[src/uart_pkg.sv]
// UART shared definitions.
// Byte type for the serial data path and the state encodings of
// the receiver and transmitter state machines.

`default_nettype none

package uart_pkg;

   // one data byte on the line, in the fifo and at the ports.
   typedef logic [7:0] byte_t;

   // receiver states.
   typedef enum logic [1:0] {
      RX_IDLE  = 2'd0,  // waiting for a falling edge.
      RX_START = 2'd1,  // timing to the middle of the start bit.
      RX_DATA  = 2'd2,  // sampling the eight data bits.
      RX_STOP  = 2'd3   // sampling the stop bit.
   } rx_state_e;

   // transmitter states.
   typedef enum logic [1:0] {
      TX_IDLE  = 2'd0,
      TX_START = 2'd1,
      TX_DATA  = 2'd2,
      TX_STOP  = 2'd3
   } tx_state_e;

endpackage

`default_nettype wire
[src/uart_top.sv]
// UART peripheral top level.
// Receiver feeding a receive FIFO, plus an independent transmitter.

`default_nettype none

module uart_top #(
   parameter int CLKS_PER_BIT = 16,
   parameter int FIFO_DEPTH   = 4
) (
   input  wire                i_clk,
   input  wire                i_nrst,
   input  wire                i_rx,
   input  wire                i_rx_accept,
   input  uart_pkg::byte_t    i_tx_data,
   input  wire                i_tx_start,
   output uart_pkg::byte_t    o_rx_data,
   output logic               o_rx_valid,
   output logic               o_rx_overrun,
   output logic               o_frame_err,
   output logic               o_tx,
   output logic               o_tx_busy
);

   uart_pkg::byte_t rx_byte;
   logic            rx_byte_valid;

   uart_rx #(
      .CLKS_PER_BIT (CLKS_PER_BIT)
   ) i_uart_rx (
      .i_clk        (i_clk),
      .i_nrst       (i_nrst),
      .i_rx         (i_rx),
      .o_data       (rx_byte),
      .o_valid      (rx_byte_valid),
      .o_frame_err  (o_frame_err)
   );

   // the fifo pops only while it shows valid data.
   uart_fifo #(
      .FIFO_DEPTH   (FIFO_DEPTH)
   ) i_uart_fifo (
      .i_clk        (i_clk),
      .i_nrst       (i_nrst),
      .i_wr_data    (rx_byte),
      .i_wr         (rx_byte_valid),
      .i_rd         (i_rx_accept),
      .o_rd_data    (o_rx_data),
      .o_not_empty  (o_rx_valid),
      .o_overrun    (o_rx_overrun)
   );

   uart_tx #(
      .CLKS_PER_BIT (CLKS_PER_BIT)
   ) i_uart_tx (
      .i_clk        (i_clk),
      .i_nrst       (i_nrst),
      .i_tx_data    (i_tx_data),
      .i_tx_start   (i_tx_start),
      .o_tx         (o_tx),
      .o_tx_busy    (o_tx_busy)
   );

endmodule

`default_nettype wire

[src/uart_fifo.sv]
// UART receive FIFO.
// Circular register buffer with extra-bit pointers; a write while
// full is dropped and flagged as an overrun.

`default_nettype none

module uart_fifo #(
   parameter int FIFO_DEPTH = 4
) (
   input  wire                i_clk,
   input  wire                i_nrst,
   input  uart_pkg::byte_t    i_wr_data,
   input  wire                i_wr,
   input  wire                i_rd,
   output uart_pkg::byte_t    o_rd_data,
   output logic               o_not_empty,
   output logic               o_overrun
);

   localparam int ADDR_W = (FIFO_DEPTH > 1) ? $clog2(FIFO_DEPTH) : 1;

   typedef logic [ADDR_W-1:0] addr_t;
   typedef logic [ADDR_W:0]   ptr_t;

   uart_pkg::byte_t mem [FIFO_DEPTH];
   ptr_t            wr_ptr;
   ptr_t            rd_ptr;
   logic            full;
   logic            empty;
   logic            do_wr;
   logic            do_rd;

   // same address, different wrap bit.
   assign full  = (wr_ptr[ADDR_W] != rd_ptr[ADDR_W]) &&
                  (wr_ptr[ADDR_W-1:0] == rd_ptr[ADDR_W-1:0]);
   assign empty = (wr_ptr == rd_ptr);

   assign do_wr = i_wr && !full;
   assign do_rd = i_rd && !empty;

   assign o_not_empty = !empty;
   assign o_rd_data   = mem[addr_t'(rd_ptr[ADDR_W-1:0])];

   always_ff @(posedge i_clk or negedge i_nrst) begin
      if (!i_nrst) begin
         wr_ptr    <= '0;
         rd_ptr    <= '0;
         o_overrun <= 1'b0;
      end else begin
         o_overrun <= i_wr && full;
         if (do_wr) begin
            wr_ptr <= wr_ptr + ptr_t'(1);
         end
         if (do_rd) begin
            rd_ptr <= rd_ptr + ptr_t'(1);
         end
      end
   end

   always_ff @(posedge i_clk) begin
      if (do_wr) begin
         mem[addr_t'(wr_ptr[ADDR_W-1:0])] <= i_wr_data;
      end
   end

endmodule

`default_nettype wire

[src/uart_tx.sv]
// UART transmitter, 8N1 at a fixed baud rate.
// Sends one frame per accepted start strobe and holds busy for
// the full ten bit times.

`default_nettype none

module uart_tx #(
   parameter int CLKS_PER_BIT = 16
) (
   input  wire                i_clk,
   input  wire                i_nrst,
   input  uart_pkg::byte_t    i_tx_data,
   input  wire                i_tx_start,
   output logic               o_tx,
   output logic               o_tx_busy
);

   localparam int CNT_W = (CLKS_PER_BIT > 2) ? $clog2(CLKS_PER_BIT) : 1;

   typedef logic [CNT_W-1:0] cnt_t;

   localparam cnt_t FULL = cnt_t'(CLKS_PER_BIT - 1);

   uart_pkg::tx_state_e state;
   cnt_t                count;
   logic [2:0]          bit_idx;
   uart_pkg::byte_t     shreg;
   logic                accept;
   logic                bit_end;

   assign accept  = (state == uart_pkg::TX_IDLE) && i_tx_start;
   assign bit_end = (count == FULL);

   always_ff @(posedge i_clk or negedge i_nrst) begin
      if (!i_nrst) begin
         state     <= uart_pkg::TX_IDLE;
         count     <= '0;
         bit_idx   <= '0;
         o_tx      <= 1'b1;
         o_tx_busy <= 1'b0;
      end else begin
         if (state != uart_pkg::TX_IDLE) begin
            count <= bit_end ? '0 : count + cnt_t'(1);
         end
         case (state)
            uart_pkg::TX_IDLE: begin
               count <= '0;
               if (accept) begin
                  o_tx      <= 1'b0;  // start bit.
                  o_tx_busy <= 1'b1;
                  bit_idx   <= '0;
                  state     <= uart_pkg::TX_START;
               end
            end
            uart_pkg::TX_START: begin
               if (bit_end) begin
                  o_tx  <= shreg[0];
                  state <= uart_pkg::TX_DATA;
               end
            end
            uart_pkg::TX_DATA: begin
               if (bit_end) begin
                  bit_idx <= bit_idx + 3'd1;
                  if (bit_idx == 3'd7) begin
                     o_tx  <= 1'b1;  // stop bit.
                     state <= uart_pkg::TX_STOP;
                  end else begin
                     o_tx <= shreg[0];
                  end
               end
            end
            uart_pkg::TX_STOP: begin
               if (bit_end) begin
                  o_tx_busy <= 1'b0;
                  state     <= uart_pkg::TX_IDLE;
               end
            end
            default: state <= uart_pkg::TX_IDLE;
         endcase
      end
   end

   // shifts once per bit so shreg[0] is always the next bit out.
   always_ff @(posedge i_clk) begin
      if (accept) begin
         shreg <= i_tx_data;
      end else if (bit_end && (state == uart_pkg::TX_START || state == uart_pkg::TX_DATA)) begin
         shreg <= {1'b1, shreg[7:1]};
      end
   end

endmodule

`default_nettype wire

[src/uart_rx.sv]
// UART receiver, 8N1 at a fixed baud rate.
// Oversamples the synchronized line with a clock counter, rejects
// false starts at half a bit time and checks the stop bit.

`default_nettype none

module uart_rx #(
   parameter int CLKS_PER_BIT = 16
) (
   input  wire                i_clk,
   input  wire                i_nrst,
   input  wire                i_rx,
   output uart_pkg::byte_t    o_data,
   output logic               o_valid,
   output logic               o_frame_err
);

   localparam int CNT_W = (CLKS_PER_BIT > 2) ? $clog2(CLKS_PER_BIT) : 1;

   typedef logic [CNT_W-1:0] cnt_t;

   localparam cnt_t FULL = cnt_t'(CLKS_PER_BIT - 1);
   localparam cnt_t HALF = cnt_t'(CLKS_PER_BIT / 2 - 1);

   uart_pkg::rx_state_e state;
   cnt_t                count;
   logic [2:0]          bit_idx;
   logic                rx_meta;
   logic                rx_sync;
   logic                shift_en;

   // two-flop synchronizer, idles high.
   always_ff @(posedge i_clk or negedge i_nrst) begin
      if (!i_nrst) begin
         rx_meta <= 1'b1;
         rx_sync <= 1'b1;
      end else begin
         rx_meta <= i_rx;
         rx_sync <= rx_meta;
      end
   end

   assign shift_en = (state == uart_pkg::RX_DATA) && (count == FULL);

   always_ff @(posedge i_clk or negedge i_nrst) begin
      if (!i_nrst) begin
         state       <= uart_pkg::RX_IDLE;
         count       <= '0;
         bit_idx     <= '0;
         o_valid     <= 1'b0;
         o_frame_err <= 1'b0;
      end else begin
         o_valid     <= 1'b0;
         o_frame_err <= 1'b0;
         if (state != uart_pkg::RX_IDLE) begin
            count <= count + cnt_t'(1);
         end
         case (state)
            uart_pkg::RX_IDLE: begin
               count <= '0;
               if (!rx_sync) begin
                  state <= uart_pkg::RX_START;
               end
            end
            uart_pkg::RX_START: begin
               if (count == HALF) begin
                  count   <= '0;
                  bit_idx <= '0;
                  // line back high means a glitch, not a start bit.
                  state   <= rx_sync ? uart_pkg::RX_IDLE : uart_pkg::RX_DATA;
               end
            end
            uart_pkg::RX_DATA: begin
               if (count == FULL) begin
                  count   <= '0;
                  bit_idx <= bit_idx + 3'd1;
                  if (bit_idx == 3'd7) begin
                     state <= uart_pkg::RX_STOP;
                  end
               end
            end
            uart_pkg::RX_STOP: begin
               if (count == FULL) begin
                  count       <= '0;
                  o_valid     <= rx_sync;
                  o_frame_err <= !rx_sync;  // stop bit low.
                  state       <= uart_pkg::RX_IDLE;
               end
            end
            default: state <= uart_pkg::RX_IDLE;
         endcase
      end
   end

   // lsb first, so new bits enter at the top.
   always_ff @(posedge i_clk) begin
      if (shift_en) begin
         o_data <= {rx_sync, o_data[7:1]};
      end
   end

endmodule

`default_nettype wire

[config.mk]
export PLATFORM = sky130hd
export DESIGN_NAME = uart_top
export DESIGN_NICKNAME = d
export VERILOG_FILES = /design/src/uart_pkg.sv /design/src/uart_top.sv /design/src/uart_fifo.sv /design/src/uart_tx.sv /design/src/uart_rx.sv
export SDC_FILE = /design/constraint.sdc
export NUM_CORES = 1
export LEC_CHECK = 0
export BUFFER_PORTS_ARGS = -buffer_cell sky130_fd_sc_hd__buf_2
export CORE_MARGIN = 4
export CORE_UTILIZATION = 52
export DETAILED_ROUTE_END_ITERATION = 16
export GPL_TIMING_DRIVEN = 0
export PLACE_DENSITY = 0.7
export REMOVE_ABC_BUFFERS = 1
export SLEW_MARGIN = 20
export SYNTH_ARGS = -nofsm -noshare
export SYNTH_HDL_FRONTEND = slang
export SYNTH_SLANG_ARGS = --single-unit
export TNS_END_PERCENT = 50
[constraint.sdc]
create_clock -name i_clk -period 3.75 [get_ports i_clk]
set_clock_uncertainty 0.1 [all_clocks]
set_input_delay 0.375 -clock i_clk [delete_from_list [all_inputs] [get_ports i_clk]]
set_output_delay 0.375 -clock i_clk [all_outputs]
set_load 0.01 [all_outputs]
==> run summary, run 1 <==
Clock Path Buffers -> 2
DRC errors left -> 0
Std-Cell Rows -> 29
latest clock arrival within the worst-skew pair -> 340 ps
worst min-delay path class -> input port to async pin
worst-case headroom to the max-slew limit -> 50.9%
layout cells sized above 1 -> 28.1%
Synth cell types -> 49
top cells by area, synth -> edfxtp_1 (41%), dfrtp_1 (20%), ha_1 (5.7%)
CTS Sinks -> 79
total track usage -> 14.2%
Final TNS setup -> 0 ps
grt ovf -> 0
register area share after synthesis -> 62.7%
Synth top area share -> 40.7%
failing checks -> negative hold slack
Period Utilization, post-route -> 64.1%
count leader, synth -> edfxtp_1
Die ar. -> 8190 sq um
WL/cell -> 15.7 um
die height -> 90.5 um
die width -> 90.5 um
cts hold-fix bufs -> 0
Register Area -> 2220 sq um
Fillers -> 492
Yosys reg bits -> 79
Layout Nets -> 291
# H-tree levels -> 3
fmax -> 0.416 GHz
maxcap violations -> 0
endpoints failing setup -> 0
peak supply drop -> 0.188 mV
Overall Power -> 2.01 mW
total CTS buffers -> 9
critical path class -> register to primary output
Worst-Margin Slew -> 736 ps
Post-synth top cells -> edfxtp_1 (48), dfrtp_1 (28), ha_1 (16)
crit-path cells -> mux4_2 > buf_2
Root Buffer -> clkbuf_8
Worst Path Arrival -> 1930 ps
met1 GRT Util -> 18.3%
Synth async-reset ratio -> 39.2%
# IOs -> 26
initial antenna violation count -> 0
CP Max Fanout -> 12
hold slack -> -26.8 ps
Final min period -> 2400 ps
Synth area leader -> edfxtp_1
Initial Util -> 54.5%
worst path required time -> 3270 ps
Yosys warnings -> 0
Core Box Area -> 6490 sq um
cts repair resizes -> 0
Largest stage delay, worst path -> 830 ps
global route hottest layer -> met2
Post-Syn Area -> 3540 sq um
pin count of the biggest net entering global routing -> 32
status -> complete, but fails checks
dpl cells -> 328
number of synthesized flops with an enable pin -> 48
Crit-path slowest cell -> dfrtp_1
final std cells w/o fill -> 344
GR Util met2 -> 23.5%
Post-CTS Setup Inserts -> 0
vias in the first global route -> 1,994
drt via density -> 5.51
leakage -> 1.54 nW
unrepaired setup endpoints after global routing -> false
PwrDens -> 510 nW/um^2
Vias -> 1,897
DRT iter0 DRCs -> 90
diode count -> 0
first-pass GRT wire length -> 9390 um
Routability Congestion -> 0.767
crit path launch type -> register
CTS tree -> yes
DRT Pass-1 Iters -> 4
max-slew violation count -> 0
hpwl dp -> 3660 um
Final Hold Viols -> 28
multi-input logic area -> 1240 sq um
Mapped Cells -> 235
final wirelength -> 5390 um
Area Overhead vs Synth -> 11.2%
ys flop type -> edfxtp_1
CTS clock-pin slew for the worst setup and hold paths -> 90 ps
Crit. End Element -> primary output
M3 GR Usage -> 4.25%
Routed Antenna Nets -> 0
Mean Syn Cell Area -> 15.1 sq um
IO Port Bufs -> 25
## worst max-delay path: cells and delay by family (launching register included)
| family | cells | cell delay, ps |
|---|---|---|
| DFF | 1 | 830 |
| muxes | 1 | 600 |
| buffers and inverters | 1 | 160 |
## layer usage
layer	vias to the layer above	routed length, um
li1	938	-
met1	934	2610
met2	18	2600
met3	7	111
met4	0	67
met5	-	0
## per-stage QoR
step                util, %  setup slack [ps]  area (sq um)
floorplan                 -              1910          3490
finish                 60.6              1350          3940
global placement       57.2              1600          3720
detailed placement     57.2              1580          3720
global route           60.6              1210          3940
CTS                    60.6              1310          3940
## cells by family (layout without fill, tap and decap cells)
| kind of cell | count (synthesis) | count (layout) | share of synthesized area, % |
|---|---|---|---|
| AO/OA/AOI/OAI | 33 | 33 | 7.77 |
| XOR/XNOR | 12 | 12 | 3.39 |
| adder cells (fa/ha/maj) | 16 | 16 | 5.65 |
| buffers and inverters | 19 | 51 | 2.37 |
| flip-flops | 79 | 79 | 62.7 |
| multiplexers | 22 | 22 | 9.68 |
| AND/OR/NAND/NOR | 54 | 54 | 8.41 |
## layout by cell type (no fill, tap or decap), types with 4 or more instances in the layout
cell type / instances
edfxtp_1: 48
dfrtp_1: 28
buf_2: 25
ha_1: 16
nor2_1: 12
nand2_1: 10
inv_1: 10
mux2_2: 10
clkbuf_8: 9
xnor2_1: 8
mux4_2: 8
and3_1: 6
a21oi_1: 6
nor2b_1: 5
o21ai_0: 4
## sequential cells by signal (all words and copies together) (netlist names), 2 cells and up
register	flops
i_uart_rx.state	2
i_uart_tx.shreg	8
i_uart_tx.state	2
i_uart_tx.bit_idx	3
i_uart_fifo.mem	32
i_uart_rx.count	4
i_uart_rx.o_data	8
i_uart_fifo.wr_ptr	3
i_uart_tx.count	4
i_uart_rx.bit_idx	3
i_uart_fifo.rd_ptr	3
## worst paths after layout
path                                                        start                                 to  slack (ps)  cells past startpoint
min in group i_clk                                           i_rx        i_uart_rx.rx_meta$_DFF_PN1_          40                      1
max in group asynchronous                                  i_nrst       i_uart_tx.count[1]$_DFF_PN0_        3130                      1
worst min register to register        i_uart_rx.rx_meta$_DFF_PN1_        i_uart_rx.rx_sync$_DFF_PN1_         260                      0
worst min-delay path                                       i_nrst  i_uart_fifo.wr_ptr[0]$_DFFE_PN0P_         -30                      1
worst max register to register  i_uart_fifo.rd_ptr[0]$_DFFE_PN0P_    i_uart_fifo.mem[3][7]$_DFFE_PP_        1620                      3
worst max-delay path            i_uart_fifo.rd_ptr[0]$_DFFE_PN0P_                       o_rx_data[3]        1350                      2
## power by group
part	switching (mW)	internal (mW)
clock network	0.310	0.380
logic	0.127	0.170
registers	0.0822	0.938
total	0.519	1.49
## final cells by class
class	count	share of cell area, %
Inverter	10	0.954
Tap cell	77	2.45
Sequential cell	79	56.4
Clock buffer	10	3.24
Clock inverter	6	2.35
Timing Repair Buffer	25	3.18
Multi-Input combinational cell	137	31.4
Power figures use the tool's default switching activity.
==> inputs of run 2 (changes only) <==
- ABC_AREA: not set -> 1
- PLACE_DENSITY: 0.7 -> 0.73
- clock period: 3.75 -> 2.15 ns (I/O delays scaled with it)
==> run 2 against run 1 <==
The flow now finishes without violations. Via count increased by 13%. Sequential cell count unchanged. Final cell count increased by 23%. Clock power increased by 80%. Non-clock buffer count increased by 4. Register-to-register slack got worse by 1500 ps. Largest cell class unchanged. Highest routed layer unchanged.
==> run summary, run 2 <==
Area Overhead vs Synth -> 14.0%
Mapped Cells -> 307
reg2reg start -> i_uart_fifo.rd_ptr[1]$_DFFE_PN0P_
top cells by area, synth -> edfxtp_1 (42%), dfrtp_1 (21%), nand2_1 (8.0%)
WL/cell -> 13.6 um
worst-case headroom to the max-slew limit -> 51.4%
register area share after synthesis -> 65.1%
Synth async-reset ratio -> 39.2%
Worst Path Arrival -> 1870 ps
worst min-delay path class -> input port to register
Core Box Area -> 6350 sq um
Crit. End Element -> register
CP Max Fanout -> 12
commonest non-fill, non-tap cell in the layout -> nand2_1
die width -> 89.0 um
Final min period -> 1980 ps
Hold Path Sink -> i_uart_tx.shreg[7]$_SDFFCE_PN1P_
hpwl dp -> 3810 um
unrepaired setup endpoints after global routing -> false
hold slack -> 20.2 ps
vias in the first global route -> 2,058
Worst-Margin Slew -> 725 ps
total CTS buffers -> 9
grt ovf -> 0
critical path class -> register to register
Synth area leader -> edfxtp_1
Synth top area share -> 42.2%
cells on worst reg2reg path -> 4
hold depth -> 2
CTS clock-pin slew for the worst setup and hold paths -> 90 ps
crit path launch type -> register
maxcap violations -> 0
leakage -> 1.69 nW
Layout Nets -> 371
Routed Antenna Nets -> 0
# H-tree levels -> 3
Mean Syn Cell Area -> 11.1 sq um
number of synthesized flops with an enable pin -> 48
Period Utilization, post-route -> 92.3%
DRT Pass-1 Iters -> 4
Post-Syn Area -> 3410 sq um
CTS Sinks -> 79
Routability Congestion -> 0.757
Yosys warnings -> 0
DRC errors left -> 0
latest clock arrival within the worst-skew pair -> 350 ps
Root Buffer -> clkbuf_8
# IOs -> 26
Initial Util -> 53.7%
Final TNS setup -> 0 ps
CTS tree -> yes
max FFs per register -> 32
worst r2r dst -> i_uart_fifo.mem[3][1]$_DFFE_PP_
initial antenna violation count -> 0
endpoints failing setup -> 0
DRT iter0 DRCs -> 111
count leader, synth -> nand2_1
Fillers -> 492
Clock Path Buffers -> 2
fmax -> 0.504 GHz
ys flop type -> edfxtp_1
Die ar. -> 7920 sq um
Post-synth top cells -> nand2_1 (73), edfxtp_1 (48), nor2_1 (37)
commonest non-fill, non-tap cells in the layout -> nand2_1 (73), edfxtp_1 (48), nor2_1 (32)
pin count of the biggest net entering global routing -> 32
final wirelength -> 5760 um
Overall Power -> 4.53 mW
Worst R2R Setup Slack -> 170 ps
max-slew violation count -> 0
Vias -> 2,144
Std-Cell Rows -> 29
PwrDens -> 1170 nW/um^2
status -> complete, no violations
peak supply drop -> 0.637 mV
drt via density -> 5.06
die height -> 89.0 um
first-pass GRT wire length -> 9450 um
Synth cell types -> 29
layout cells sized above 1 -> 18.2%
diode count -> 0
worst path required time -> 2040 ps
Yosys reg bits -> 79
min-delay src -> i_tx_data[7]
total track usage -> 16.2%
IO Port Bufs -> 25
Final Hold Viols -> 0
run 2: how the worst max path moves through the flow:
| stage | from | endpoint | depth (start not counted) | slack (ps) |
|---|---|---|---|---|
| 2_1_floorplan | i_uart_tx.state[0]$_DFFE_PN0P_ | i_uart_tx.shreg[0]$_DFFE_PP_ | 4 | 250 |
| 3_3_place_gp | i_uart_fifo.rd_ptr[0]$_DFFE_PN0P_ | i_uart_fifo.mem[0][4]$_DFFE_PP_ | 4 | -170 |
| 5_1_grt | i_uart_tx.state[1]$_DFFE_PN0P_ | i_uart_tx.shreg[1]$_DFFE_PP_ | 4 | 30 |
| 3_5_place_dp | i_uart_fifo.rd_ptr[0]$_DFFE_PN0P_ | i_uart_fifo.mem[0][4]$_DFFE_PP_ | 4 | -250 |
| 4_1_cts | i_uart_fifo.rd_ptr[0]$_DFFE_PN0P_ | o_rx_data[7] | 4 | -30 |
| 6_report | i_uart_fifo.rd_ptr[1]$_DFFE_PN0P_ | i_uart_fifo.mem[3][1]$_DFFE_PP_ | 4 | 170 |
run 2: area by class of cell:
class	count	area (sq um)	share of cell area (%)
Inverter	24	93.8	2.41
Clock buffer	9	124	3.19
Multi-Input combinational cell	199	1090	27.9
Sequential cell	79	2220	57.2
Tap cell	77	96.3	2.48
Clock inverter	7	104	2.67
Timing Repair Buffer	29	160	4.12
run 2: timing repair:
item                                   CTS  global route
setup endpoints to repair               48            11
buffers inserted                         0             2
hold buffers                             2             0
gates resized for setup                  6             3
endpoints found under the hold margin   29             0
run 2: where the power goes:
part / total, mW / switching, mW / internal (mW)
combinational: 1.28 / 0.782 / 0.500
clock: 1.24 / 0.571 / 0.669
sequential: 2.01 / 0.198 / 1.81
run 2: cell families after synthesis:
kind of cell               Yosys count  synth area share [%]
adders and majority gates           16                  5.87
DFF                                 79                  65.1
xor gates and xnor gates             8                  2.27
AOI/OAI and AO/OA                   39                  6.71
buffers and inverters               29                  3.45
and+or+nand+nor                    136                  16.6
run 2: worst max-delay path, stage by stage (launching register included):
cell and delay, ps:
dfrtp_1 620, xnor2_1 210, nand3_2 180, nand2_4 100, nor2_2 420
run 2: through the flow:
step	worst slack, ps	utilization, %	instance area [sq um]	cells
6_report	166	61.2	3890	424
5_1_grt	29.1	61.2	3890	424
4_1_cts	-27.8	60.9	3860	422
3_5_place_dp	-254	56.8	3610	404
3_3_place_gp	-166	56.8	3610	404
2_1_floorplan	255	-	3380	302
run 2: routing by layer:
| layer | track usage, % | part of all wire [%] | up-vias |
|---|---|---|---|
| met2 | 26.3 | 48 | 34 |
| li1 | - | - | 1099 |
| met5 | 0 | 0 | - |
| met3 | 3.69 | 3.5 | 10 |
| met4 | 8.39 | 2.2 | 0 |
| met1 | 20.3 | 46 | 1001 |
==> inputs of run 3 (changes only) <==
- CORE_UTILIZATION: 52 -> 53
- PLACE_DENSITY: 0.73 -> 0.74
==> run 3 against run 2 <==
Global-route usage is 0.41 points lower. Final cell count shrank 0.71%. Register-to-register slack gained 40 ps. Maximum frequency is 2.4% lower. First-iteration DRC count is 14% lower. Utilization is 2.2 points higher.
==> run summary, run 3 (synthesized netlist as in run 2, its figures left out) <==
Crit. End Element -> primary output
Area Overhead vs Synth -> 13.4%
worst-case headroom to the max-slew limit -> 53.3%
DRT Pass-1 Iters -> 4
Std-Cell Rows -> 28
CTS tree -> yes
leakage -> 1.69 nW
Root Buffer -> clkbuf_8
Initial Util -> 56.0%
Routability Congestion -> 0.803
DRC errors left -> 0
CP Max Fanout -> 20
max FFs per register -> 32
die height -> 88.2 um
Clock Path Buffers -> 2
Period Utilization, post-route -> 94.6%
fmax -> 0.492 GHz
diode count -> 0
Hold Path Sink -> i_uart_tx.shreg[6]$_DFFE_PP_
Final min period -> 2030 ps
# IOs -> 26
hpwl dp -> 3640 um
CP bufs+invs -> 3
layout cells sized above 1 -> 17.6%
DRT iter0 DRCs -> 96
worst path required time -> 1840 ps
PwrDens -> 1150 nW/um^2
IO Port Bufs -> 25
reg2reg start -> i_uart_fifo.rd_ptr[1]$_DFFE_PN0P_
dpl cell area -> 3600 sq um
Final Hold Viols -> 0
commonest non-fill, non-tap cells in the layout -> nand2_1 (73), edfxtp_1 (48), nor2_1 (32)
max-slew violation count -> 0
hold depth -> 3
hold slack -> 37.5 ps
worst min-delay path class -> input port to register
Vias -> 2,170
grt ovf -> 0
commonest non-fill, non-tap cell in the layout -> nand2_1
latest clock arrival within the worst-skew pair -> 340 ps
maxcap violations -> 0
crit path launch type -> register
WL/cell -> 13.3 um
cells on worst reg2reg path -> 4
critical path class -> register to primary output
# H-tree levels -> 3
Worst R2R Setup Slack -> 210 ps
WP depth -> 5
Worst Path Arrival -> 1720 ps
Layout Nets -> 370
Routed Antenna Nets -> 0
Crit-path slowest cell -> dfrtp_4
final wirelength -> 5600 um
drt via density -> 5.15
vias in the first global route -> 2,141
min-delay src -> i_tx_data[6]
pin count of the biggest net entering global routing -> 32
initial antenna violation count -> 0
total track usage -> 15.8%
Largest stage delay, worst path -> 600 ps
design area -> 3870 sq um
unrepaired setup endpoints after global routing -> false
endpoints failing setup -> 0
Worst-Margin Slew -> 696 ps
peak supply drop -> 0.872 mV
first-pass GRT wire length -> 9310 um
Die ar. -> 7790 sq um
total CTS buffers -> 9
CTS clock-pin slew for the worst setup and hold paths -> 80 ps
die width -> 88.2 um
Largest delay share family, worst path -> flip-flops
status -> complete, no violations
Core Box Area -> 6100 sq um
CTS Sinks -> 79
crit-path cells -> clkinvlp_4 > buf_4 > nor2_1 > o22ai_1 > buf_2
worst r2r dst -> i_uart_fifo.mem[0][5]$_DFFE_PP_
[run 3: layout make-up]
| cell class | count | area [sq um] |
|---|---|---|
| multi-input combinational | 199 | 1090 |
| sequential | 79 | 2220 |
| clock inverter | 7 | 95.1 |
| clock buffer | 9 | 124 |
| inverter | 24 | 93.8 |
| timing repair buffer | 28 | 153 |
| tap | 75 | 93.8 |
| fill | 471 | 2230 |
[run 3: routing by layer]
layer / GRT usage [%] / up-vias / wire length, um
met1: 20.6 / 1006 / 2600
li1: - / 1095 / -
met5: 0 / - / 0
met4: 8.93 / 0 / 160
met3: 3.17 / 18 / 248
met2: 24.7 / 51 / 2580
[run 3: timing repair]
item / 4_1_cts / 5_1_grt
gates resized for setup: 5 / 4
hold buffers: 2 / 0
setup buffers: 0 / 1
setup endpoints to repair: 48 / 19
hold endpoints to repair: 29 / 0
[run 3: worst max path at each step]
stage                                                  from                               to
final                     i_uart_fifo.rd_ptr[0]$_DFFE_PN0P_                     o_rx_data[7]
after global routing      i_uart_fifo.rd_ptr[0]$_DFFE_PN0P_                     o_rx_data[1]
after CTS                 i_uart_fifo.rd_ptr[0]$_DFFE_PN0P_                     o_rx_data[7]
after detailed placement  i_uart_fifo.rd_ptr[0]$_DFFE_PN0P_  i_uart_fifo.mem[0][3]$_DFFE_PP_
after global placement    i_uart_fifo.rd_ptr[0]$_DFFE_PN0P_  i_uart_fifo.mem[0][5]$_DFFE_PP_
after floorplan              i_uart_tx.state[0]$_DFFE_PN0P_     i_uart_tx.shreg[0]$_DFFE_PP_
[run 3: metrics by stage]
stage | std cells | utilization (%) | total power, mW | setup TNS (ps) | setup slack, ps
after global placement | 402 | 59.1 | 3.23 | -4760 | -164
after CTS | 420 | 63.2 | 4.47 | 0 | 7.64
after global routing | 421 | 63.5 | 4.79 | 0 | 31.5
after floorplan | 302 | - | 2.90 | 0 | 255
after detailed placement | 402 | 59.1 | 3.28 | -6380 | -201
final | 421 | 63.5 | 4.47 | 0 | 116
[run 3: worst reg2reg max path, delay by kind of cell, from the launching register on]
kind / cells / cell delay [ps]
flops: 1 / 600
simple gates: 3 / 690
xor+xnor: 1 / 190
[run 3: power by group]
group          leakage (nW)  internal (mW)  switching (mW)  total (mW)
combinational         0.744          0.489           0.781        1.27
sequential            0.835           1.81           0.197        2.01
clock                 0.112          0.658           0.531        1.19
